File: src/rtl/cache_ctrl_pkg.sv
//--------------------------------------------------------------------------
// controller states and read data source select
// one request in flight, every request ends back in IDLE
//--------------------------------------------------------------------------
package cache_ctrl_pkg;

  // access sequencing states
  typedef enum logic [2:0] {
    IDLE,
    // cached access, SRAM read issued, waiting for the tag
    WAIT_TAG,
    // uncached access, waiting for the tag
    WAIT_TAG_BYPASSED,
    // second SRAM access of a store hit
    STORE_REQ,
    // miss or bypass request offered to the miss unit
    WAIT_REFILL_GNT,
    // load miss, waiting for the refill word
    WAIT_CRITICAL_WORD,
    // uncached load, waiting for the bypass answer
    WAIT_REFILL_VALID
  } ctrl_state_e;

  // source of data_rdata_o
  typedef logic [1:0] rsel_t;

  localparam rsel_t rsel_line     = 2'd0;
  localparam rsel_t rsel_critical = 2'd1;
  localparam rsel_t rsel_bypass   = 2'd2;

endpackage

File: src/rtl/cache_geom_pkg.sv
//--------------------------------------------------------------------------
// data cache geometry: 4 ways, 128-bit lines, 32-bit words, 32-bit paddr
// index includes the byte offset, a paddr is the tag followed by the index
// tags at or above cacheable_tag_limit are always served uncached
//--------------------------------------------------------------------------
package cache_geom_pkg;

  // word and line sizes
  localparam int unsigned xlen           = 32;
  localparam int unsigned word_bytes     = xlen / 8;
  localparam int unsigned ways           = 4;
  localparam int unsigned line_width     = 128;
  localparam int unsigned line_bytes     = line_width / 8;

  // address split
  localparam int unsigned offset_width   = $clog2(line_bytes);
  localparam int unsigned index_width    = 12;
  localparam int unsigned tag_width      = 20;
  localparam int unsigned word_sel_width = $clog2(line_width / xlen);
  // byte number inside a word, below the word number
  localparam int unsigned byte_sel_width = offset_width - word_sel_width;

  typedef logic [xlen-1:0]                  word_t;
  typedef logic [word_bytes-1:0]            be_t;
  typedef logic [index_width-1:0]           index_t;
  typedef logic [tag_width-1:0]             tag_t;
  typedef logic [ways-1:0]                  way_mask_t;
  typedef logic [line_width-1:0]            line_t;
  typedef logic [line_bytes-1:0]            line_be_t;
  typedef logic [tag_width+index_width-1:0] paddr_t;

  // upper half of the tag space is device memory
  localparam tag_t cacheable_tag_limit = 20'h80000;

endpackage

File: src/rtl/ctrl_dp_if.sv
//--------------------------------------------------------------------------
// link between the access FSM, the request buffer and the line datapath
// req_* fields are only meaningful after the capture strobe
//--------------------------------------------------------------------------
`timescale 1ns/100ps

interface ctrl_dp_if
  import cache_geom_pkg::*;
();

  // strobes from the FSM
  logic      capture;
  logic      save_tag;
  logic      force_bypass;
  way_mask_t store_hit_ways;

  // buffered request
  index_t    req_index;
  tag_t      req_tag;
  be_t       req_be;
  word_t     req_wdata;
  logic      req_we;
  logic      req_bypass;
  // live tag, incoming in the save cycle
  tag_t      cur_tag;

  // lookup result
  logic      any_hit;

  modport fsm (
    output capture, save_tag, force_bypass, store_hit_ways,
    input  req_we, cur_tag, any_hit
  );

  modport rbuf (
    input  capture, save_tag, force_bypass,
    output req_index, req_tag, req_be, req_wdata, req_we, req_bypass, cur_tag
  );

  modport dp (
    input  store_hit_ways, req_index, req_tag, req_be, req_wdata, req_we, req_bypass,
    input  cur_tag,
    output any_hit
  );

endinterface

File: src/rtl/cache_ctrl_fsm.sv
//--------------------------------------------------------------------------
// blocking access FSM, one request in flight
// loads are granted on acceptance, stores when written or sent out
// SRAM grant is only checked on acceptance and in the store write
// miss and bypass grants never both come for one request
//--------------------------------------------------------------------------
`timescale 1ns/100ps

module cache_ctrl_fsm
  import cache_geom_pkg::*;
  import cache_ctrl_pkg::*;
(
  input  logic      clk_i,
  input  logic      rst_ni,
  ctrl_dp_if.fsm    dp,
  // core side
  input  logic      data_req_i,
  input  logic      data_we_i,
  input  logic      tag_valid_i,
  input  logic      stall_i,
  input  logic      bypass_i,
  // responses
  input  logic      sram_gnt_i,
  input  way_mask_t hit_way_i,
  input  logic      miss_gnt_i,
  input  logic      bypass_gnt_i,
  input  logic      critical_word_valid_i,
  input  logic      bypass_valid_i,
  // status and strobes
  output logic      busy_o,
  output logic      data_gnt_o,
  output logic      data_rvalid_o,
  output way_mask_t sram_req_o,
  output logic      sram_we_o,
  output rsel_t     rsel_o,
  output logic      miss_valid_o
);

  ctrl_state_e state_d, state_q;
  way_mask_t   hit_ways_d, hit_ways_q;
  logic        tag_ready;
  logic        uncacheable;

  assign busy_o            = (state_q != IDLE);
  // nonzero only while a store hit waits for its write
  assign dp.store_hit_ways = hit_ways_q;

  // stores go on without tag_valid_i, the tag is there one cycle later
  assign tag_ready   = tag_valid_i | dp.req_we;
  assign uncacheable = (dp.cur_tag >= cacheable_tag_limit);

  //--------------------------------------------------------------------------
  // next state and strobes
  //--------------------------------------------------------------------------
  always_comb begin : next_state
    state_d          = state_q;
    hit_ways_d       = '0;
    data_gnt_o       = 1'b0;
    data_rvalid_o    = 1'b0;
    sram_req_o       = '0;
    sram_we_o        = 1'b0;
    rsel_o           = rsel_line;
    miss_valid_o     = 1'b0;
    dp.capture       = 1'b0;
    dp.save_tag      = 1'b0;
    dp.force_bypass  = 1'b0;

    case (state_q)
      IDLE: begin
        if (data_req_i && !stall_i) begin
          if (bypass_i) begin
            // uncached, no SRAM lookup needed
            dp.capture      = 1'b1;
            dp.force_bypass = 1'b1;
            data_gnt_o      = !data_we_i;
            state_d         = WAIT_TAG_BYPASSED;
          end else begin
            // read all ways of the set
            sram_req_o = '1;
            if (sram_gnt_i) begin
              dp.capture = 1'b1;
              data_gnt_o = !data_we_i;
              state_d    = WAIT_TAG;
            end
          end
        end
      end

      WAIT_TAG: begin
        if (tag_ready) begin
          dp.save_tag = 1'b1;
          if (uncacheable) begin
            // outside the cacheable region, send it around the cache
            dp.force_bypass = 1'b1;
            state_d         = WAIT_REFILL_GNT;
          end else if (dp.any_hit) begin
            if (!dp.req_we) begin
              // load hit, word goes out this cycle
              data_rvalid_o = 1'b1;
              state_d       = IDLE;
            end else begin
              // store hit needs a second access to write
              hit_ways_d = hit_way_i;
              state_d    = STORE_REQ;
            end
          end else begin
            state_d = WAIT_REFILL_GNT;
          end
        end else begin
          // tag still pending, keep the set read alive
          sram_req_o = '1;
        end
      end

      WAIT_TAG_BYPASSED: begin
        if (tag_ready) begin
          dp.save_tag     = 1'b1;
          dp.force_bypass = 1'b1;
          state_d         = WAIT_REFILL_GNT;
        end
      end

      STORE_REQ: begin
        // word, byte enables and dirty marks into the hit way
        sram_req_o = hit_ways_q;
        sram_we_o  = 1'b1;
        if (sram_gnt_i) begin
          data_gnt_o = 1'b1;
          state_d    = IDLE;
        end else begin
          hit_ways_d = hit_ways_q;
        end
      end

      WAIT_REFILL_GNT: begin
        miss_valid_o = 1'b1;
        if (bypass_gnt_i) begin
          if (dp.req_we) begin
            // uncached store is done once it is taken
            data_gnt_o = 1'b1;
            state_d    = IDLE;
          end else begin
            state_d = WAIT_REFILL_VALID;
          end
        end
        if (miss_gnt_i) begin
          if (dp.req_we) begin
            data_gnt_o = 1'b1;
            state_d    = IDLE;
          end else begin
            state_d = WAIT_CRITICAL_WORD;
          end
        end
      end

      WAIT_CRITICAL_WORD: begin
        rsel_o = rsel_critical;
        if (critical_word_valid_i) begin
          data_rvalid_o = 1'b1;
          state_d       = IDLE;
        end
      end

      WAIT_REFILL_VALID: begin
        rsel_o = rsel_bypass;
        if (bypass_valid_i) begin
          data_rvalid_o = 1'b1;
          state_d       = IDLE;
        end
      end

      default: state_d = IDLE;
    endcase
  end

  //--------------------------------------------------------------------------
  // state registers
  //--------------------------------------------------------------------------
  always_ff @(posedge clk_i or negedge rst_ni) begin
    if (!rst_ni) begin
      state_q    <= IDLE;
      hit_ways_q <= '0;
    end else begin
      state_q    <= state_d;
      hit_ways_q <= hit_ways_d;
    end
  end

endmodule

File: src/rtl/cache_ctrl_top.sv
//--------------------------------------------------------------------------
// data cache controller for one core load/store port
// single-ported SRAM answers one cycle after sram_req_o
// critical and bypass words are single 32-bit words
//--------------------------------------------------------------------------
`timescale 1ns/100ps

module cache_ctrl_top
  import cache_geom_pkg::*;
  import cache_ctrl_pkg::*;
(
  input  logic             clk_i,
  input  logic             rst_ni,
  input  logic             bypass_i,
  input  logic             stall_i,
  output logic             busy_o,
  // core port
  input  logic             data_req_i,
  input  logic             data_we_i,
  input  be_t              data_be_i,
  input  word_t            data_wdata_i,
  input  index_t           address_index_i,
  input  tag_t             address_tag_i,
  input  logic             tag_valid_i,
  output logic             data_gnt_o,
  output logic             data_rvalid_o,
  output word_t            data_rdata_o,
  // SRAM port
  output way_mask_t        sram_req_o,
  output index_t           sram_addr_o,
  output logic             sram_we_o,
  output line_t            sram_data_o,
  output line_be_t         sram_be_o,
  output tag_t             sram_tag_o,
  input  logic             sram_gnt_i,
  input  line_t [ways-1:0] sram_rdata_i,
  input  way_mask_t        hit_way_i,
  // miss port
  output logic             miss_valid_o,
  output logic             miss_bypass_o,
  output paddr_t           miss_addr_o,
  output logic             miss_we_o,
  output be_t              miss_be_o,
  output word_t            miss_wdata_o,
  input  logic             miss_gnt_i,
  input  word_t            critical_word_i,
  input  logic             critical_word_valid_i,
  // bypass port
  input  logic             bypass_gnt_i,
  input  logic             bypass_valid_i,
  input  word_t            bypass_data_i
);

  rsel_t rsel;

  ctrl_dp_if i_dp_if ();

  cache_ctrl_fsm i_cache_ctrl_fsm (
    .clk_i, .rst_ni, .dp(i_dp_if.fsm),
    .data_req_i, .data_we_i, .tag_valid_i, .stall_i, .bypass_i,
    .sram_gnt_i, .hit_way_i, .miss_gnt_i, .bypass_gnt_i,
    .critical_word_valid_i, .bypass_valid_i,
    .busy_o, .data_gnt_o, .data_rvalid_o, .sram_req_o, .sram_we_o,
    .rsel_o(rsel), .miss_valid_o
  );

  req_buffer i_req_buffer (
    .clk_i, .rst_ni, .dp(i_dp_if.rbuf),
    .address_index_i, .address_tag_i, .data_be_i, .data_wdata_i, .data_we_i
  );

  // SRAM takes the live index only while no request is held
  line_datapath i_line_datapath (
    .dp(i_dp_if.dp), .rsel_i(rsel),
    .sram_rdata_i, .hit_way_i, .critical_word_i, .bypass_data_i,
    .address_index_i, .capture_idle_i(~busy_o),
    .data_rdata_o, .sram_addr_o, .sram_tag_o, .sram_data_o, .sram_be_o,
    .miss_addr_o, .miss_bypass_o, .miss_we_o, .miss_be_o, .miss_wdata_o
  );

endmodule

File: src/rtl/line_datapath.sv
//--------------------------------------------------------------------------
// hit way select, word extract and store line build
// hit_way_i is expected one-hot on a hit, several ways are ORed
// a store write sets valid on the addressed way and dirty where sram_be_o is set
//--------------------------------------------------------------------------
`timescale 1ns/100ps

module line_datapath
  import cache_geom_pkg::*;
  import cache_ctrl_pkg::*;
(
  ctrl_dp_if.dp            dp,
  input  rsel_t            rsel_i,
  input  line_t [ways-1:0] sram_rdata_i,
  input  way_mask_t        hit_way_i,
  input  word_t            critical_word_i,
  input  word_t            bypass_data_i,
  input  index_t           address_index_i,
  input  logic             capture_idle_i,
  // core read data
  output word_t            data_rdata_o,
  // SRAM side
  output index_t           sram_addr_o,
  output tag_t             sram_tag_o,
  output line_t            sram_data_o,
  output line_be_t         sram_be_o,
  // miss unit side
  output paddr_t           miss_addr_o,
  output logic             miss_bypass_o,
  output logic             miss_we_o,
  output be_t              miss_be_o,
  output word_t            miss_wdata_o
);

  logic [word_sel_width-1:0] word_sel;
  line_t                     hit_line;
  word_t                     line_word;

  // word number within the line, from the buffered index
  assign word_sel   = dp.req_index[offset_width-1:byte_sel_width];
  assign dp.any_hit = |hit_way_i;

  always_comb begin : way_select
    hit_line = '0;
    for (int unsigned w = 0; w < ways; w++) begin
      if (hit_way_i[w]) begin
        hit_line = hit_line | sram_rdata_i[w];
      end
    end
  end

  assign line_word = hit_line[word_sel*xlen +: xlen];

  always_comb begin : read_mux
    case (rsel_i)
      rsel_line:     data_rdata_o = line_word;
      rsel_critical: data_rdata_o = critical_word_i;
      rsel_bypass:   data_rdata_o = bypass_data_i;
      default:       data_rdata_o = '0;
    endcase
  end

  //--------------------------------------------------------------------------
  // store line, only driven while a hit way is latched
  //--------------------------------------------------------------------------
  always_comb begin : store_line
    sram_data_o = '0;
    sram_be_o   = '0;
    if (|dp.store_hit_ways) begin
      sram_data_o[word_sel*xlen +: xlen]             = dp.req_wdata;
      sram_be_o[word_sel*word_bytes +: word_bytes]   = dp.req_be;
    end
  end

  // live index in IDLE, buffered index for repeats and the write
  assign sram_addr_o = capture_idle_i ? address_index_i : dp.req_index;
  // tag compare happens one cycle after the read
  assign sram_tag_o  = dp.cur_tag;

  // miss request fields
  assign miss_addr_o   = {dp.req_tag, dp.req_index};
  assign miss_bypass_o = dp.req_bypass;
  assign miss_we_o     = dp.req_we;
  assign miss_be_o     = dp.req_be;
  assign miss_wdata_o  = dp.req_wdata;

endmodule

File: src/rtl/req_buffer.sv
//--------------------------------------------------------------------------
// holds the accepted request, the tag arrives later on save_tag
// cur_tag passes the incoming tag through in the save cycle
//--------------------------------------------------------------------------
`timescale 1ns/100ps

module req_buffer
  import cache_geom_pkg::*;
(
  input  logic   clk_i,
  input  logic   rst_ni,
  ctrl_dp_if.rbuf dp,
  input  index_t address_index_i,
  input  tag_t   address_tag_i,
  input  be_t    data_be_i,
  input  word_t  data_wdata_i,
  input  logic   data_we_i
);

  index_t index_q;
  tag_t   tag_q;
  be_t    be_q;
  word_t  wdata_q;
  logic   we_q;
  logic   bypass_q;

  // request kind
  always_ff @(posedge clk_i or negedge rst_ni) begin
    if (!rst_ni) begin
      we_q     <= 1'b0;
      bypass_q <= 1'b0;
    end else if (dp.capture) begin
      we_q     <= data_we_i;
      bypass_q <= dp.force_bypass;
    end else if (dp.save_tag && dp.force_bypass) begin
      // tag found outside the cacheable region
      bypass_q <= 1'b1;
    end
  end

  // address and write payload
  always_ff @(posedge clk_i) begin
    if (dp.capture) begin
      index_q <= address_index_i;
      be_q    <= data_be_i;
      wdata_q <= data_wdata_i;
    end
    if (dp.save_tag) begin
      tag_q <= address_tag_i;
    end
  end

  assign dp.req_index  = index_q;
  assign dp.req_tag    = tag_q;
  assign dp.req_be     = be_q;
  assign dp.req_wdata  = wdata_q;
  assign dp.req_we     = we_q;
  assign dp.req_bypass = bypass_q;
  assign dp.cur_tag    = dp.save_tag ? address_tag_i : tag_q;

endmodule

File: config.mk
export PLATFORM = sky130hd
export DESIGN_NAME = cache_ctrl_top
export DESIGN_NICKNAME = d
export VERILOG_FILES = /design/src/rtl/cache_ctrl_pkg.sv /design/src/rtl/cache_geom_pkg.sv /design/src/rtl/ctrl_dp_if.sv /design/src/rtl/cache_ctrl_fsm.sv /design/src/rtl/cache_ctrl_top.sv /design/src/rtl/line_datapath.sv /design/src/rtl/req_buffer.sv
export SDC_FILE = /design/constraint.sdc
export NUM_CORES = 1
export LEC_CHECK = 0
export BUFFER_PORTS_ARGS = -buffer_cell sky130_fd_sc_hd__buf_2
export CAP_MARGIN = 20
export CORE_AREA = 2 2 364 366
export DETAILED_ROUTE_END_ITERATION = 8
export DIE_AREA = 0 0 366 368
export PLACE_DENSITY = 0.31
export SKIP_CTS_REPAIR_TIMING = 1
export SYNTH_ARGS = -nofsm -noshare
export SYNTH_HDL_FRONTEND = slang
export SYNTH_SLANG_ARGS = --single-unit
File: constraint.sdc
create_clock -name clk_i -period 4 [get_ports clk_i]
set_input_delay 0.2 -clock clk_i [delete_from_list [all_inputs] [get_ports clk_i]]
set_output_delay 0.2 -clock clk_i [all_outputs]
set_load 0.01 [all_outputs]
==> results by group <==
Run status
  – Outcome: finished, final reports clean

Clock network
  – CTS tree: done
  – Clock sink total: 77
  – H-tree lvl count: 3
  – Worst skew pair latency: between 0.3 and 0.4 ns
  – Clk slew on worst S/H paths: around 0.070 ns
  – CTS buffer count: 9
  – CTS root buffer: clkbuf_16
  – CTS Buffer Depth: 2

Finish
  – Share of layout cells above drive strength 1: between 50% and 60%
  – Fillers: around 16000
  – Final nets: 2559
  – Area Growth Syn to Fin: 99.7%
  – Final Instance Area: between 0.015 and 0.02 mm2

Pwr
  – Switching Fraction: between 40 and 50%
  – Leak Pwr: ~7.2 nW
  – Int Pwr: around 2.7 mW
  – Register share of total power: 24.1%
  – Sw Pwr: 2.42 mW
  – Peak VDD IR: 177 uV
  – Clk network pwr share: about 17%
  – Power Density: approximately 330 mW/mm2
  – Gate power share: roughly three fifths
  – Total Power: between 5 and 6 mW

Placed design
  – GPL Wtd Cong: around 0.89
  – DP HPWL: around 90000 um
  – Placed cell area: 0.0146 mm2
  – I/O Buffers: ~950

Floorplan
  – Full die area: around 0.13 mm2
  – Ports: around 950
  – Initial core utilization: between 5 and 6%
  – Row count: between 100 and 150
  – Die Wd: around 370 um
  – Core Box Area: 0.131 mm2
  – Die Span Y: approximately 370 um

Critical path
  – Crit path launch type: register
  – Worst r2r dst: i_req_buffer.dp.req_wdata[0]$_DFFE_PP_
  – Max incr delay on CP: 0.81 ns
  – CP cell instances: xor2_1, a21oi_4, buf_4, nand3_1, nand3_1, buf_2
  – CP Max Fanout: 15
  – WS Path Type: reg -> out
  – Worst path slowest cell: a21oi_4
  – R2r setup slk: 1.51 ns
  – Reg2Reg Launch Point: i_cache_ctrl_fsm.state_q[2]$_DFFE_PN0P_
  – Crit-path leading delay family: compound AO/OA/AOI/OAI gates
  – Critical Path AT: approximately 3.2 ns
  – Worst Reg-to-Reg Cells: 5
  – Endpoint class of the critical path: output pin
  – Critical path buffer and inverter count: 2
  – Most frequent CP cell: nand3_1
  – Critical Path RT: 3.80 ns

Synth
  – Post-synth ARST share: a little under an eighth
  – Syn. warnings: 0
  – Post-synth cell types: 54
  – Top cells by count, synth: a22oi_1 (289), nand3_1 (227), and2_1 (145), clkbuf_1 (86), edfxtp_1 (48)
  – Synth Flop Type: edfxtp_1
  – Mapped Nets: 1626
  – Synth area leader: a22oi_1
  – Mapped Area: 0.00770 mm2
  – Yosys top cell area share: 28.2%
  – Ranking of synthesized cells by area: a22oi_1 (28%), edfxtp_1 (19%), nand3_1 (15%)
  – Avg Cell Area, Syn: ~8 um2
  – Sequential-to-total area share from yosys stat: a little over a quarter
  – Cell count after synthesis: ~960
  – Top-count cell post-synth: a22oi_1
  – Post-synth EDFFs: between 40 and 50
  – Yosys reg bits: 77

Global route
  – First-pass GRT wire length: between 100000 and 150000 um
  – GRT overflow: 0
  – Initial antenna violation count: between 100 and 150
  – Vias in the first global route: around 13000
  – Largest net degree at the start of global routing: 80
  – GRT Total Usage: around 14%

Worst hold path
  – Hold Crit Depth: 1
  – WHS Endpoint: i_req_buffer.dp.req_index[7]$_DFFE_PP_
  – Hold Crit Start: address_index_i[7]
  – Hold WC Path Type: in -> reg

Timing
  – Setup repair after global routing missed its margin: false
  – Final worst-path cycle share: around 86%
  – Fin. max-slew vios: 0
  – Final number of setup-violating endpoints: 0
  – Max-Slew Margin vs Limit: 29.0%
  – Tmin final: 3.42 ns
  – Measured slew at the worst slew-check pin: roughly 1.1 ns
  – Final Hold Viols: 0
  – Setup tns final: 0 ns
  – Achievable frequency: just under 300 MHz
  – Clock skew: roughly 0.012 ns

Detailed routing
  – Via-to-Cell Ratio: roughly 3.6
  – 1st-pass router iterations: 5
  – Antenna Nets Post-Route: 0
  – DRC: 0
  – Wire per inst: 27.9 um
  – DRT iter0 DRCs: about 920
  – Final wirelength: around 100000 um
  – Routed via count: 13100

Job
  – Number of max-capacitance violations reported: 0
==> cells in the final DEF (no fill, tap or decap), types with 9 or more instances in the layout <==
master	count
dfxtp_1	20
diode_2	20
mux2_2	27
edfxtp_1	48
nand2_1	11
clkbuf_16	9
buf_4	32
a22oi_1	289
buf_2	942
and2_1	145
dlygate4sd3_1	41
nand3_1	227
dfrtp_1	9
==> cell families (layout without fill, tap and decap cells) <==
kind of cell    Yosys count  after routing  share of synthesized area [%]
simple gates            415            415                           30.8
buf+inv                 111           1049                           5.76
fa+ha+maj                 5              5                          0.812
other cells               0             20                              0
xor+xnor                  1              1                          0.114
mux                      31             31                           4.51
compound gates          321            321                           31.2
flops                    77             77                           26.8
==> worst reg2reg max path, delay by kind of cell (launching register included) <==
kind | cells | cell delay [ns]
buffers and inverters | 2 | 0.84
DFF | 1 | 0.64
and+or+nand+nor | 3 | 0.62
==> state kept, by name, indices dropped and copies added (netlist names) <==
register                            cells
i_req_buffer.dp.req_bypass              1
i_req_buffer.dp.req_be                  4
i_req_buffer.dp.req_tag                20
i_cache_ctrl_fsm.dp.store_hit_ways      4
i_req_buffer.dp.req_we                  1
i_req_buffer.dp.req_wdata              32
i_cache_ctrl_fsm.state_q                3
i_req_buffer.dp.req_index              12
==> stage by stage <==
step | utilization [%] | setup slack [ns] | hold WS, ns | instances
after detailed placement | 11.2 | 0.636 | 0.0979 | 3597
after CTS | 11.4 | 0.195 | -0.330 | 3613
after floorplan | - | 1.41 | -0.0956 | 961
after global routing | 11.7 | 0.223 | 0.000417 | 3661
final | 11.8 | 0.577 | 0.0152 | 3674
after global placement | 11.2 | 0.663 | 0.0992 | 3597
==> worst max path at each step <==
stage                                                  from               end  slack, ns  cells past startpoint
detailed placement  i_cache_ctrl_fsm.state_q[0]$_DFFE_PN0P_   data_rdata_o[1]       0.64                      5
CTS                 i_cache_ctrl_fsm.state_q[0]$_DFFE_PN0P_  data_rdata_o[26]       0.20                      5
global route        i_cache_ctrl_fsm.state_q[0]$_DFFE_PN0P_  data_rdata_o[26]       0.22                      5
global placement    i_cache_ctrl_fsm.state_q[0]$_DFFE_PN0P_  data_rdata_o[26]       0.66                      5
finish              i_cache_ctrl_fsm.state_q[0]$_DFFE_PN0P_  data_rdata_o[21]       0.58                      6
floorplan            i_req_buffer.dp.req_index[3]$_DFFE_PP_      sram_be_o[0]       1.41                      8
==> layout make-up <==
type	instances	area (um2)	share of cell area [%]
diodes	20	50.0	0.325
multi-input cells	773	5250	34.1
inverters	10	40.0	0.260
repair buffers	1023	5490	35.7
flip-flops and latches	77	2070	13.4
well taps	1755	2200	14.3
clock buffers	10	229	1.49
clock inverters	6	63.8	0.415
==> layer usage <==
layer	track usage [%]	wire (um)
met1	17.6	41400
met2	24.9	49600
met3	4.43	8680
met4	2.53	2480
met5	0	425
==> power groups by stage <==
stage	Sequential (mW)	Combinational, mW	Clock (mW)
2_1_floorplan	1.23	1.33	0
3_3_place_gp	1.26	3.07	0
3_5_place_dp	1.26	3.06	0
4_1_cts	1.24	3.07	0.900
5_1_grt	1.27	3.28	0.922
6_report	1.24	3.05	0.849
Power figures use the tool's default switching activity.
